$ cat config.mk
export PLATFORM = sky130hd
export DESIGN_NAME = ldpc_hs_ctx_reader
export DESIGN_NICKNAME = d
export VERILOG_FILES = /design/src/hw/ldpc_hs_pkg.sv /design/src/hw/ldpc_hs_delay_line.sv /design/src/hw/ldpc_hs_table_rom.sv /design/src/hw/ldpc_hs_addr_gen.sv /design/src/hw/ldpc_hs_ctx_reader.sv
export VERILOG_INCLUDE_DIRS = /design/src /design/src/include
export SDC_FILE = /design/constraint.sdc
export NUM_CORES = 1
export LEC_CHECK = 0
export ABC_AREA = 1
export BUFFER_PORTS_ARGS = -buffer_cell sky130_fd_sc_hd__buf_2
export CORE_MARGIN = 2
export CORE_UTILIZATION = 53
export DETAILED_ROUTE_END_ITERATION = 10
export PLACE_DENSITY = 0.79
export SYNTH_ARGS = -nofsm -noshare
export SYNTH_HDL_FRONTEND = slang
export SYNTH_SLANG_ARGS = --single-unit
$ cat constraint.sdc
create_clock -name iclk -period 1.77 [get_ports iclk]
set_clock_uncertainty 0.2 [all_clocks]
set_input_delay 0.354 -clock iclk [delete_from_list [all_inputs] [get_ports iclk]]
set_output_delay 0.354 -clock iclk [all_outputs]
set_load 0.005 [all_outputs]
$ cat src/include/ldpc_hs_consts.svh
/*
  LDPC Hs cycle context reader constants
  field widths of the packed table words, table depth
  and the default read pipeline depth
*/

`ifndef LDPC_HS_CONSTS_SVH
`define LDPC_HS_CONSTS_SVH

// ----------------------------------------
// field widths
// ----------------------------------------

// column index of the base matrix
`define LDPC_HS_COL_W     8
// cycle index, also the packed node address
`define LDPC_HS_CYCLE_W   8
// circulant shift
`define LDPC_HS_SHIFT_W   9

// ----------------------------------------
// depths
// ----------------------------------------

// extra word/strobe delay between rom and address generator
`define LDPC_HS_PIPE      1
// every table is padded up to this many words
`define LDPC_HS_MAX_DEPTH 8

`endif

$ cat src/include/ldpc_hs_tables.svh
/*
  LDPC Hs packed cycle context tables
  each word holds a vertical step entry (column ordered) and a
  horizontal step entry (row ordered), padded to the max depth
  word layout is vcol_idx, veop, vpacked_addr, mask_0_bit, eop, col_idx, shift
*/

`ifndef LDPC_HS_TABLES_SVH
`define LDPC_HS_TABLES_SVH

// short 11/45, two rows of three columns
localparam cycle_idx_t short_11by45_size = 8'd6;
localparam cycle_ctx_t short_11by45_tab [`LDPC_HS_MAX_DEPTH] = '{
  '{8'd0, 1'b1, 8'd0, 1'b1, 1'b0, 8'd0, 9'd17},
  '{8'd1, 1'b1, 8'd3, 1'b0, 1'b0, 8'd2, 9'd101},
  '{8'd2, 1'b1, 8'd1, 1'b0, 1'b1, 8'd5, 9'd250},
  '{8'd3, 1'b1, 8'd4, 1'b1, 1'b0, 8'd1, 9'd33},
  '{8'd5, 1'b0, 8'd2, 1'b0, 1'b0, 8'd3, 9'd7},
  '{8'd5, 1'b1, 8'd5, 1'b0, 1'b1, 8'd5, 9'd310},
  '0,
  '0
};

// short 4/15, rows of three and four columns
localparam cycle_idx_t short_4by15_size = 8'd7;
localparam cycle_ctx_t short_4by15_tab [`LDPC_HS_MAX_DEPTH] = '{
  '{8'd0, 1'b1, 8'd0, 1'b1, 1'b0, 8'd0, 9'd5},
  '{8'd1, 1'b1, 8'd1, 1'b0, 1'b0, 8'd1, 9'd88},
  '{8'd2, 1'b1, 8'd3, 1'b0, 1'b1, 8'd4, 9'd143},
  '{8'd3, 1'b1, 8'd4, 1'b1, 1'b0, 8'd2, 9'd61},
  '{8'd4, 1'b0, 8'd2, 1'b0, 1'b0, 8'd3, 9'd200},
  '{8'd4, 1'b1, 8'd5, 1'b0, 1'b0, 8'd4, 9'd9},
  '{8'd6, 1'b1, 8'd6, 1'b0, 1'b1, 8'd6, 9'd357},
  '0
};

// medium 1/5, two rows of four columns
localparam cycle_idx_t medium_1by5_size = 8'd8;
localparam cycle_ctx_t medium_1by5_tab [`LDPC_HS_MAX_DEPTH] = '{
  '{8'd0, 1'b1, 8'd0, 1'b1, 1'b0, 8'd0, 9'd120},
  '{8'd1, 1'b1, 8'd4, 1'b0, 1'b0, 8'd3, 9'd45},
  '{8'd3, 1'b0, 8'd1, 1'b0, 1'b0, 8'd7, 9'd300},
  '{8'd3, 1'b1, 8'd5, 1'b0, 1'b1, 8'd9, 9'd11},
  '{8'd7, 1'b1, 8'd2, 1'b1, 1'b0, 8'd1, 9'd77},
  '{8'd8, 1'b1, 8'd6, 1'b0, 1'b0, 8'd3, 9'd402},
  '{8'd9, 1'b0, 8'd3, 1'b0, 1'b0, 8'd8, 9'd19},
  '{8'd9, 1'b1, 8'd7, 1'b0, 1'b1, 8'd9, 9'd256}
};

// large 2/9, also used for any unlisted group/rate
localparam cycle_idx_t large_2by9_size = 8'd8;
localparam cycle_ctx_t large_2by9_tab [`LDPC_HS_MAX_DEPTH] = '{
  '{8'd0, 1'b1, 8'd0, 1'b1, 1'b0, 8'd0, 9'd3},
  '{8'd1, 1'b1, 8'd3, 1'b0, 1'b0, 8'd2, 9'd180},
  '{8'd2, 1'b0, 8'd1, 1'b0, 1'b1, 8'd4, 9'd95},
  '{8'd2, 1'b1, 8'd4, 1'b1, 1'b0, 8'd1, 9'd411},
  '{8'd3, 1'b1, 8'd6, 1'b0, 1'b0, 8'd2, 9'd66},
  '{8'd4, 1'b1, 8'd2, 1'b0, 1'b1, 8'd5, 9'd230},
  '{8'd5, 1'b0, 8'd5, 1'b1, 1'b0, 8'd3, 9'd14},
  '{8'd5, 1'b1, 8'd7, 1'b0, 1'b1, 8'd5, 9'd499}
};

`endif

$ cat src/hw/ldpc_hs_pkg.sv
/*
  LDPC Hs cycle context reader types
  code context, frame strobes, packed table word
  and the check/variable node contexts
*/

`include "ldpc_hs_consts.svh"

package ldpc_hs_pkg;

  // ----------------------------------------
  // scalar fields
  // ----------------------------------------

  typedef logic [`LDPC_HS_COL_W-1:0]   col_t;
  typedef logic [`LDPC_HS_CYCLE_W-1:0] cycle_idx_t;
  typedef logic [`LDPC_HS_SHIFT_W-1:0] shift_t;

  // ----------------------------------------
  // code selection
  // ----------------------------------------

  typedef enum logic [1:0] {
    code_gr_short,
    code_gr_medium,
    code_gr_large
  } code_gr_t;

  // only the kept rates, group is implied by the name
  typedef enum logic [2:0] {
    rate_s_11by45,
    rate_s_4by15,
    rate_m_1by5,
    rate_l_2by9
  } code_rate_t;

  typedef struct packed {
    code_gr_t   gr;
    code_rate_t coderate;
  } code_ctx_t;

  // ----------------------------------------
  // strobes and contexts
  // ----------------------------------------

  typedef struct packed {
    logic sof;
    logic eof;
    logic sop;
    logic eop;
  } strb_t;

  typedef struct packed {
    // vertical step, column ordered
    col_t       vcol_idx;
    logic       veop;
    cycle_idx_t vpacked_addr;
    // horizontal step, row ordered
    logic       mask_0_bit;
    logic       eop;
    col_t       col_idx;
    shift_t     shift;
  } cycle_ctx_t;

  typedef struct packed {
    logic   mask_0_bit;
    shift_t shift;
  } cnode_ctx_t;

  typedef struct packed {
    col_t       col_idx;
    cycle_idx_t paddr;
  } vnode_ctx_t;

endpackage

$ cat src/hw/ldpc_hs_delay_line.sv
/*
  generic delay line
  register chain of pDEPTH stages for any payload type,
  straight through when pDEPTH is zero
*/

`timescale 1ns/1ps

module ldpc_hs_delay_line #(
  parameter type payload_t = logic,
  parameter int  pDEPTH    = 1
) (
  input  logic     iclk,
  input  payload_t din,
  output payload_t dout
);

  generate
    if (pDEPTH == 0) begin : g_bypass
      // no stages
      assign dout = din;
    end
    else begin : g_chain
      payload_t stage [pDEPTH];

      always_ff @(posedge iclk) begin
        stage[0] <= din;
        for (int i = 1; i < pDEPTH; i++) begin
          stage[i] <= stage[i-1];
        end
      end

      // last stage out
      assign dout = stage[pDEPTH-1];
    end
  endgenerate

endmodule

$ cat src/hw/ldpc_hs_table_rom.sv
/*
  LDPC Hs cycle context table rom
  decodes group/rate into one of the packed tables, registers
  the addressed word with its strobe and read flag, and
  reports the table size (large 2/9 for unlisted codes)
*/

`timescale 1ns/1ps

`include "ldpc_hs_consts.svh"

module ldpc_hs_table_rom (
  input  logic                    iclk,
  input  logic                    ireset,
  input  ldpc_hs_pkg::code_ctx_t  code_ctx,
  input  logic                    cycle_read,
  input  ldpc_hs_pkg::strb_t      cycle_strb,
  input  ldpc_hs_pkg::cycle_idx_t cycle_idx,
  output logic                    rom_read,
  output ldpc_hs_pkg::strb_t      rom_strb,
  output ldpc_hs_pkg::cycle_ctx_t rom_word,
  output ldpc_hs_pkg::cycle_idx_t cycle_max_num
);

  import ldpc_hs_pkg::*;

  `include "ldpc_hs_tables.svh"

  localparam int addr_w = $clog2(`LDPC_HS_MAX_DEPTH);

  typedef enum logic [1:0] {
    tab_s_11by45,
    tab_s_4by15,
    tab_m_1by5,
    tab_l_2by9
  } tab_sel_t;

  tab_sel_t            tab_sel;
  logic [addr_w-1:0]   rom_addr;

  // ----------------------------------------
  // table decode
  // ----------------------------------------

  always_comb begin
    // default table
    tab_sel = tab_l_2by9;
    case (code_ctx.gr)
      code_gr_short : begin
        case (code_ctx.coderate)
          rate_s_11by45 : tab_sel = tab_s_11by45;
          rate_s_4by15  : tab_sel = tab_s_4by15;
          default       : tab_sel = tab_l_2by9;
        endcase
      end
      code_gr_medium : begin
        if (code_ctx.coderate == rate_m_1by5) begin
          tab_sel = tab_m_1by5;
        end
      end
      default : tab_sel = tab_l_2by9;
    endcase
  end

  // cycle count straight from the decode
  always_comb begin
    case (tab_sel)
      tab_s_11by45 : cycle_max_num = short_11by45_size;
      tab_s_4by15  : cycle_max_num = short_4by15_size;
      tab_m_1by5   : cycle_max_num = medium_1by5_size;
      default      : cycle_max_num = large_2by9_size;
    endcase
  end

  // ----------------------------------------
  // registered read
  // ----------------------------------------

  // tables never exceed max depth
  assign rom_addr = cycle_idx[addr_w-1:0];

  always_ff @(posedge iclk or posedge ireset) begin
    if (ireset) begin
      rom_read <= 1'b0;
    end
    else begin
      rom_read <= cycle_read;
    end
  end

  always_ff @(posedge iclk) begin
    rom_strb <= cycle_strb;
    case (tab_sel)
      tab_s_11by45 : rom_word <= short_11by45_tab[rom_addr];
      tab_s_4by15  : rom_word <= short_4by15_tab[rom_addr];
      tab_m_1by5   : rom_word <= medium_1by5_tab[rom_addr];
      default      : rom_word <= large_2by9_tab[rom_addr];
    endcase
  end

endmodule

$ cat src/hw/ldpc_hs_addr_gen.sv
/*
  LDPC Hs read address generator
  turns delayed table words into llr and node memory read
  addresses for the horizontal or vertical step, and builds
  the check/variable node strobes with sop regeneration
*/

`timescale 1ns/1ps

module ldpc_hs_addr_gen #(
  parameter int pPIPE = 1
) (
  input  logic                    iclk,
  input  logic                    ireset,
  input  logic                    cycle_start,
  input  logic                    c_nv_mode,
  input  logic                    rom_read,
  input  ldpc_hs_pkg::cycle_ctx_t ctx_word,
  input  ldpc_hs_pkg::strb_t      ctx_strb,
  output logic                    cycle_read_out,
  output ldpc_hs_pkg::col_t       llr_raddr,
  output ldpc_hs_pkg::cycle_idx_t node_raddr,
  output ldpc_hs_pkg::strb_t      cnode_strb,
  output ldpc_hs_pkg::cnode_ctx_t cnode_ctx,
  output ldpc_hs_pkg::strb_t      vnode_strb,
  output ldpc_hs_pkg::vnode_ctx_t vnode_ctx
);

  import ldpc_hs_pkg::*;

  // ----------------------------------------
  // read flag alignment
  // ----------------------------------------

  // bit 0 is the rom flag, bit pPIPE lines up with ctx_word
  logic [pPIPE:0] read_sr;
  logic           used_read;

  assign read_sr[0] = rom_read;

  generate
    for (genvar i = 1; i <= pPIPE; i++) begin : g_read_sr
      always_ff @(posedge iclk or posedge ireset) begin
        if (ireset) begin
          read_sr[i] <= 1'b0;
        end
        else begin
          read_sr[i] <= read_sr[i-1];
        end
      end
    end
  endgenerate

  assign used_read = read_sr[pPIPE];

  always_ff @(posedge iclk or posedge ireset) begin
    if (ireset) begin
      cycle_read_out <= 1'b0;
    end
    else begin
      cycle_read_out <= used_read;
    end
  end

  // ----------------------------------------
  // addresses and node contexts
  // ----------------------------------------

  always_ff @(posedge iclk) begin
    if (cycle_start) begin
      llr_raddr  <= '0;
      // first horizontal read lands on 0
      node_raddr <= '1;
    end
    else if (used_read) begin
      if (c_nv_mode) begin
        // horizontal step, node memory is linear
        llr_raddr  <= ctx_word.col_idx;
        node_raddr <= node_raddr + 1'b1;
      end
      else begin
        llr_raddr  <= ctx_word.vcol_idx;
        node_raddr <= ctx_word.vpacked_addr;
      end
    end
    // cnode side
    cnode_strb.sof       <= ctx_strb.sof;
    cnode_strb.eof       <= ctx_strb.eof;
    cnode_strb.eop       <= ctx_word.eop;
    cnode_ctx.mask_0_bit <= ctx_word.mask_0_bit;
    cnode_ctx.shift      <= ctx_word.shift;
    // sop after start or after the previous eop
    if (cycle_start | cnode_strb.eop) begin
      cnode_strb.sop <= 1'b1;
    end
    else if (cycle_read_out) begin
      cnode_strb.sop <= 1'b0;
    end
    // vnode side
    vnode_strb.sof <= ctx_strb.sof;
    vnode_strb.eof <= ctx_strb.eof;
    vnode_strb.eop <= ctx_word.veop;
    if (cycle_start | vnode_strb.eop) begin
      vnode_strb.sop <= 1'b1;
    end
    else if (cycle_read_out) begin
      vnode_strb.sop <= 1'b0;
    end
  end

  // vnode context follows the address registers
  assign vnode_ctx.col_idx = llr_raddr;
  assign vnode_ctx.paddr   = node_raddr;

endmodule

$ cat src/hw/ldpc_hs_ctx_reader.sv
/*
  LDPC Hs cycle context reader, top level
  table rom, word/strobe delay lines and the address generator
  read to outputs latency is 2 + pPIPE cycles
*/

`timescale 1ns/1ps

`include "ldpc_hs_consts.svh"

module ldpc_hs_ctx_reader #(
  parameter int pPIPE = `LDPC_HS_PIPE
) (
  input  logic                    iclk,
  input  logic                    ireset,
  input  ldpc_hs_pkg::code_ctx_t  code_ctx,
  input  logic                    cycle_start,
  input  logic                    c_nv_mode,
  input  logic                    cycle_read,
  input  ldpc_hs_pkg::strb_t      cycle_strb,
  input  ldpc_hs_pkg::cycle_idx_t cycle_idx,
  output ldpc_hs_pkg::cycle_idx_t cycle_max_num,
  output logic                    cycle_read_out,
  output ldpc_hs_pkg::col_t       llr_raddr,
  output ldpc_hs_pkg::cycle_idx_t node_raddr,
  output ldpc_hs_pkg::strb_t      cnode_strb,
  output ldpc_hs_pkg::cnode_ctx_t cnode_ctx,
  output ldpc_hs_pkg::strb_t      vnode_strb,
  output ldpc_hs_pkg::vnode_ctx_t vnode_ctx
);

  import ldpc_hs_pkg::*;

  logic       rom_read;
  strb_t      rom_strb;
  strb_t      dly_strb;
  cycle_ctx_t rom_word;
  cycle_ctx_t dly_word;

  // ----------------------------------------
  // table read, 1 cycle
  // ----------------------------------------

  ldpc_hs_table_rom table_rom_i (
    .iclk          (iclk),
    .ireset        (ireset),
    .code_ctx      (code_ctx),
    .cycle_read    (cycle_read),
    .cycle_strb    (cycle_strb),
    .cycle_idx     (cycle_idx),
    .rom_read      (rom_read),
    .rom_strb      (rom_strb),
    .rom_word      (rom_word),
    .cycle_max_num (cycle_max_num)
  );

  // word and strobe pipeline, read flag is delayed in addr gen
  ldpc_hs_delay_line #(
    .payload_t (cycle_ctx_t),
    .pDEPTH    (pPIPE)
  ) word_delay_i (
    .iclk (iclk),
    .din  (rom_word),
    .dout (dly_word)
  );

  ldpc_hs_delay_line #(
    .payload_t (strb_t),
    .pDEPTH    (pPIPE)
  ) strb_delay_i (
    .iclk (iclk),
    .din  (rom_strb),
    .dout (dly_strb)
  );

  // ----------------------------------------
  // address generation, 1 cycle
  // ----------------------------------------

  ldpc_hs_addr_gen #(
    .pPIPE (pPIPE)
  ) addr_gen_i (
    .iclk           (iclk),
    .ireset         (ireset),
    .cycle_start    (cycle_start),
    .c_nv_mode      (c_nv_mode),
    .rom_read       (rom_read),
    .ctx_word       (dly_word),
    .ctx_strb       (dly_strb),
    .cycle_read_out (cycle_read_out),
    .llr_raddr      (llr_raddr),
    .node_raddr     (node_raddr),
    .cnode_strb     (cnode_strb),
    .cnode_ctx      (cnode_ctx),
    .vnode_strb     (vnode_strb),
    .vnode_ctx      (vnode_ctx)
  );

endmodule

==> impl_metrics.prom <==
# TYPE chip_impl_metric gauge
chip_impl_metric{name="syn_area",unit="µm²"} 3270
chip_impl_info{name="most-common-layout-cells",value="nand2_1 (90), nor2_1 (78), dfxtp_1 (78)"} 1
chip_impl_info{name="whs_endpoint",value="addr_gen_i.vnode_strb[1]"} 1
chip_impl_info{name="final_common_cell",value="nand2_1"} 1
chip_impl_metric{name="drv_cap",unit=""} 0
chip_impl_metric{name="die_h",unit="µm"} 82.5
chip_impl_info{name="timing.critical_path.from_type",value="primary input"} 1
chip_impl_metric{name="numPortBuffers",unit=""} 61
chip_impl_metric{name="htree_num_levels",unit=""} 3
chip_impl_metric{name="crit_required",unit="ns"} 1.22
chip_impl_metric{name="post-dp-hpwl",unit="µm"} 5330
chip_impl_info{name="min-delay-start",value="cycle_start"} 1
chip_impl_metric{name="grt.overflow.total",unit=""} 0
chip_impl_metric{name="first_iter_violations",unit=""} 108
chip_impl_metric{name="max_vdd_drop",unit="µV"} 661
chip_impl_metric{name="global_route_wire_length_before_repair",unit="µm"} 11300
chip_impl_metric{name="pwr_density_cell",unit="nW/µm²"} 975
chip_impl_metric{name="worst_skew_pair.late_latency",unit="ns"} 0.34
chip_impl_metric{name="synth.lib_cells_used.distinct",unit=""} 28
chip_impl_metric{name="totalPowerFinal",unit="mW"} 3.85
chip_impl_metric{name="site_rows",unit=""} 28
chip_impl_metric{name="start_util",unit="%"} 54.9
chip_impl_metric{name="clkSlewWorstSetupHoldPaths",unit="ns"} 0.08
chip_impl_metric{name="drive_above_1_share",unit="%"} 23.5
chip_impl_metric{name="sequentialPowerShare",unit="%"} 53.3
chip_impl_metric{name="synth.yosys.seq_area_share",unit="%"} 50.1
chip_impl_metric{name="internal_power",unit="mW"} 2.82
chip_impl_metric{name="power_frac_clock",unit="%"} 34.0
chip_impl_info{name="min_path_type",value="primary input to flop"} 1
chip_impl_metric{name="gp_congestion",unit=""} 1.00
chip_impl_metric{name="die-area",unit="µm²"} 6810
chip_impl_metric{name="ff2ff_path_depth",unit=""} 7
chip_impl_info{name="status",value="complete, no violations"} 1
chip_impl_metric{name="synth_cells",unit=""} 408
chip_impl_info{name="tritoncts",value="done"} 1
chip_impl_metric{name="layout_nets",unit=""} 526
chip_impl_metric{name="yosysWarnings",unit=""} 0
chip_impl_metric{name="wl",unit="µm"} 7010
chip_impl_metric{name="hold_path_depth",unit=""} 2
chip_impl_info{name="timing.setup.critical_path_class",value="primary input to primary output"} 1
chip_impl_metric{name="numCtsBuffers",unit=""} 9
chip_impl_info{name="grt_setup_unrepaired",value="no"} 1
chip_impl_metric{name="route.detailed.drc",unit=""} 0
chip_impl_metric{name="worst-endpoint-arrival",unit="ns"} 1.03
chip_impl_metric{name="preCtsSetupSlack",unit="ns"} -0.0735
chip_impl_metric{name="design.core.area",unit="µm²"} 5960
chip_impl_info{name="main_area_contributors_after_synthesis",value="dfxtp_1 (48%), nand2_1 (10%), nor2_1 (9.0%), buf_4 (6.4%), nand3_1 (4.9%)"} 1
chip_impl_metric{name="n_antenna_cell",unit=""} 0
chip_impl_metric{name="clock_path_buffers",unit=""} 2
chip_impl_metric{name="total_switching_power",unit="mW"} 1.03
chip_impl_metric{name="report.final.setup_viol",unit=""} 0
chip_impl_metric{name="min_period",unit="ns"} 1.58
chip_impl_metric{name="synthToLayoutAreaGrowth",unit="%"} 20.7
chip_impl_metric{name="cts.repair.resized",unit=""} 0
chip_impl_info{name="r2r_end",value="addr_gen_i.node_raddr[6]"} 1
chip_impl_metric{name="number_of_global_route_vias_before_repair",unit=""} 2499
chip_impl_metric{name="die_w",unit="µm"} 82.5
chip_impl_info{name="critPathCaptureType",value="primary output"} 1
chip_impl_metric{name="timing.final.hold_violations",unit=""} 0
chip_impl_metric{name="post-route-cell-area",unit="µm²"} 3950
chip_impl_metric{name="post_drt_via_cell_ratio",unit=""} 4.91
chip_impl_metric{name="final_util",unit="%"} 66.2
chip_impl_metric{name="cts_num_sinks",unit=""} 81
chip_impl_metric{name="crit_fanout",unit=""} 5
chip_impl_metric{name="synth-seq-cells",unit=""} 81
chip_impl_metric{name="power_leakage",unit="nW"} 2.07
chip_impl_metric{name="cts_setup_buffers",unit=""} 0
chip_impl_metric{name="number_of_antenna_violations_at_the_first_check_in_global_routing",unit=""} 0
chip_impl_metric{name="combinationalPowerShare",unit="%"} 12.7
chip_impl_metric{name="ios",unit=""} 81
chip_impl_metric{name="power_switching_share",unit="%"} 26.7
chip_impl_metric{name="min_period_over_period",unit="%"} 89.3
chip_impl_metric{name="postPlaceCellArea",unit="µm²"} 3700
chip_impl_metric{name="regToRegSetupSlack",unit="ns"} 0.22
chip_impl_info{name="clk_root_buffer_cell",value="clkbuf_8"} 1
chip_impl_metric{name="grt.total_usage",unit="%"} 22.1
chip_impl_metric{name="antenna_violating_nets_post_route",unit=""} 0
chip_impl_metric{name="achievable-frequency",unit="MHz"} 633
chip_impl_metric{name="post_synth.cell_area_avg",unit="µm²"} 8.01
chip_impl_info{name="synthDominantAreaCellType",value="dfxtp_1"} 1
chip_impl_info{name="r2r-start",value="addr_gen_i.node_raddr[1]"} 1
chip_impl_metric{name="yosys.area.top_type_share",unit="%"} 47.8
chip_impl_metric{name="total_via_count_in_the_routed_design",unit=""} 2811
chip_impl_metric{name="grt_max_degree",unit=""} 19
chip_impl_metric{name="finalMaxSlewViolations",unit=""} 0
chip_impl_metric{name="finalWorstSetupSlack",unit="ns"} 0.189
chip_impl_metric{name="drt-pass1-iter-count",unit=""} 4
chip_impl_metric{name="routedWlPerCell",unit="µm"} 12.3
chip_impl_metric{name="setup_total_negative_slack",unit="ns"} 0
-- area by class of cell --
| cell class | count | area, µm² |
|---|---|---|
| Multi-Input combinational cell | 268 | 1280 |
| Timing Repair Buffer | 98 | 606 |
| Sequential cell | 81 | 1640 |
| Tap cell | 75 | 93.8 |
| Inverter | 34 | 128 |
| Clock buffer | 10 | 149 |
| Fill cell | 504 | 2010 |
| Clock inverter | 6 | 53.8 |
-- timing repair --
action / CTS / global route
endpoints found under the setup margin: 0 / 0
hold buffers: 4 / 0
hold endpoints to repair: 6 / 0
-- registers in the layout (all words and copies together), names as in the netlist --
name / flops
table_rom_i.rom_word: 23
addr_gen_i.vnode_strb: 2
addr_gen_i.node_raddr: 8
table_rom_i.rom_strb: 2
table_rom_i.rom_read: 1
strb_delay_i.g_chain.stage: 2
addr_gen_i.used_read: 1
addr_gen_i.cnode_ctx: 10
word_delay_i.g_chain.stage: 23
addr_gen_i.cnode_strb: 4
addr_gen_i.cycle_read_out: 1
addr_gen_i.llr_raddr: 4
-- critical path, stage by stage --
cell and delay (ns):
buf_2 0.12, nor2_4 0.15, nand3_2 0.10, buf_4 0.17
buf_2 0.12
-- per-stage QoR --
stage               std cells  hold slack [ns]
finish                    572           0.0570
global route              572           0.0571
CTS                       572           0.0366
detailed placement        552           0.0172
global placement          552           0.0151
floorplan                 419          -0.0924
-- per-layer routing --
| metal | wire, µm | up-vias | share of wire, % | GRT usage (%) |
|---|---|---|---|---|
| li1 | - | 1422 | - | - |
| met1 | 2930 | 1246 | 42 | 27.2 |
| met2 | 3360 | 122 | 48 | 37.0 |
| met3 | 512 | 21 | 7.3 | 5.00 |
| met4 | 210 | 0 | 3.0 | 9.51 |
| met5 | 0 | - | 0 | 0 |
-- worst max path at each step --
stage	startpoint	endpoint	slack [ns]	cells after the start
after floorplan	cycle_idx[0]	table_rom_i.rom_word[1]	0.22	8
after global placement	cycle_idx[0]	table_rom_i.rom_word[1]	-0.04	9
after detailed placement	cycle_idx[0]	table_rom_i.rom_word[1]	-0.07	9
after CTS	code_ctx[2]	cycle_max_num[3]	0.19	5
after global routing	addr_gen_i.node_raddr[1]	addr_gen_i.node_raddr[6]	0.07	7
final	code_ctx[2]	cycle_max_num[3]	0.19	5
-- Yosys cell counts, drive strengths merged --
cell / count
nand2: 90
nor2: 79
dfxtp: 78
buf: 35
inv: 33
nand3: 33
o21ai: 14
ha: 12
a21oi: 8
nand4: 7
o221ai: 4
dfrtp: 3
o211ai: 3
o21bai: 2
a211o: 1
a211oi: 1
clkbuf: 1
clkinv: 1
conb: 1
nor3: 1
or2: 1
-- logic make-up (layout without fill, tap and decap cells) --
kind of cell	Yosys count	count (layout)	synth area share, %
AND/OR/NAND/NOR	211	211	26.7
adder cells (fa/ha/maj)	12	12	4.59
AO/OA/AOI/OAI	33	33	6.43
other	1	12	0.115
flip-flops	81	81	50.1
buffers and inverters	70	148	12.1
-- power groups by stage --
stage                     registers (mW)  logic (mW)  clock network (mW)
final                               2.05       0.489                1.31
after floorplan                     2.09       0.310                   0
after global routing                2.07       0.558                1.42
after global placement              2.09       0.469                   0
after CTS                           2.05       0.488                1.35
after detailed placement            2.10       0.478                   0
(Power assumes the default switching activity.)
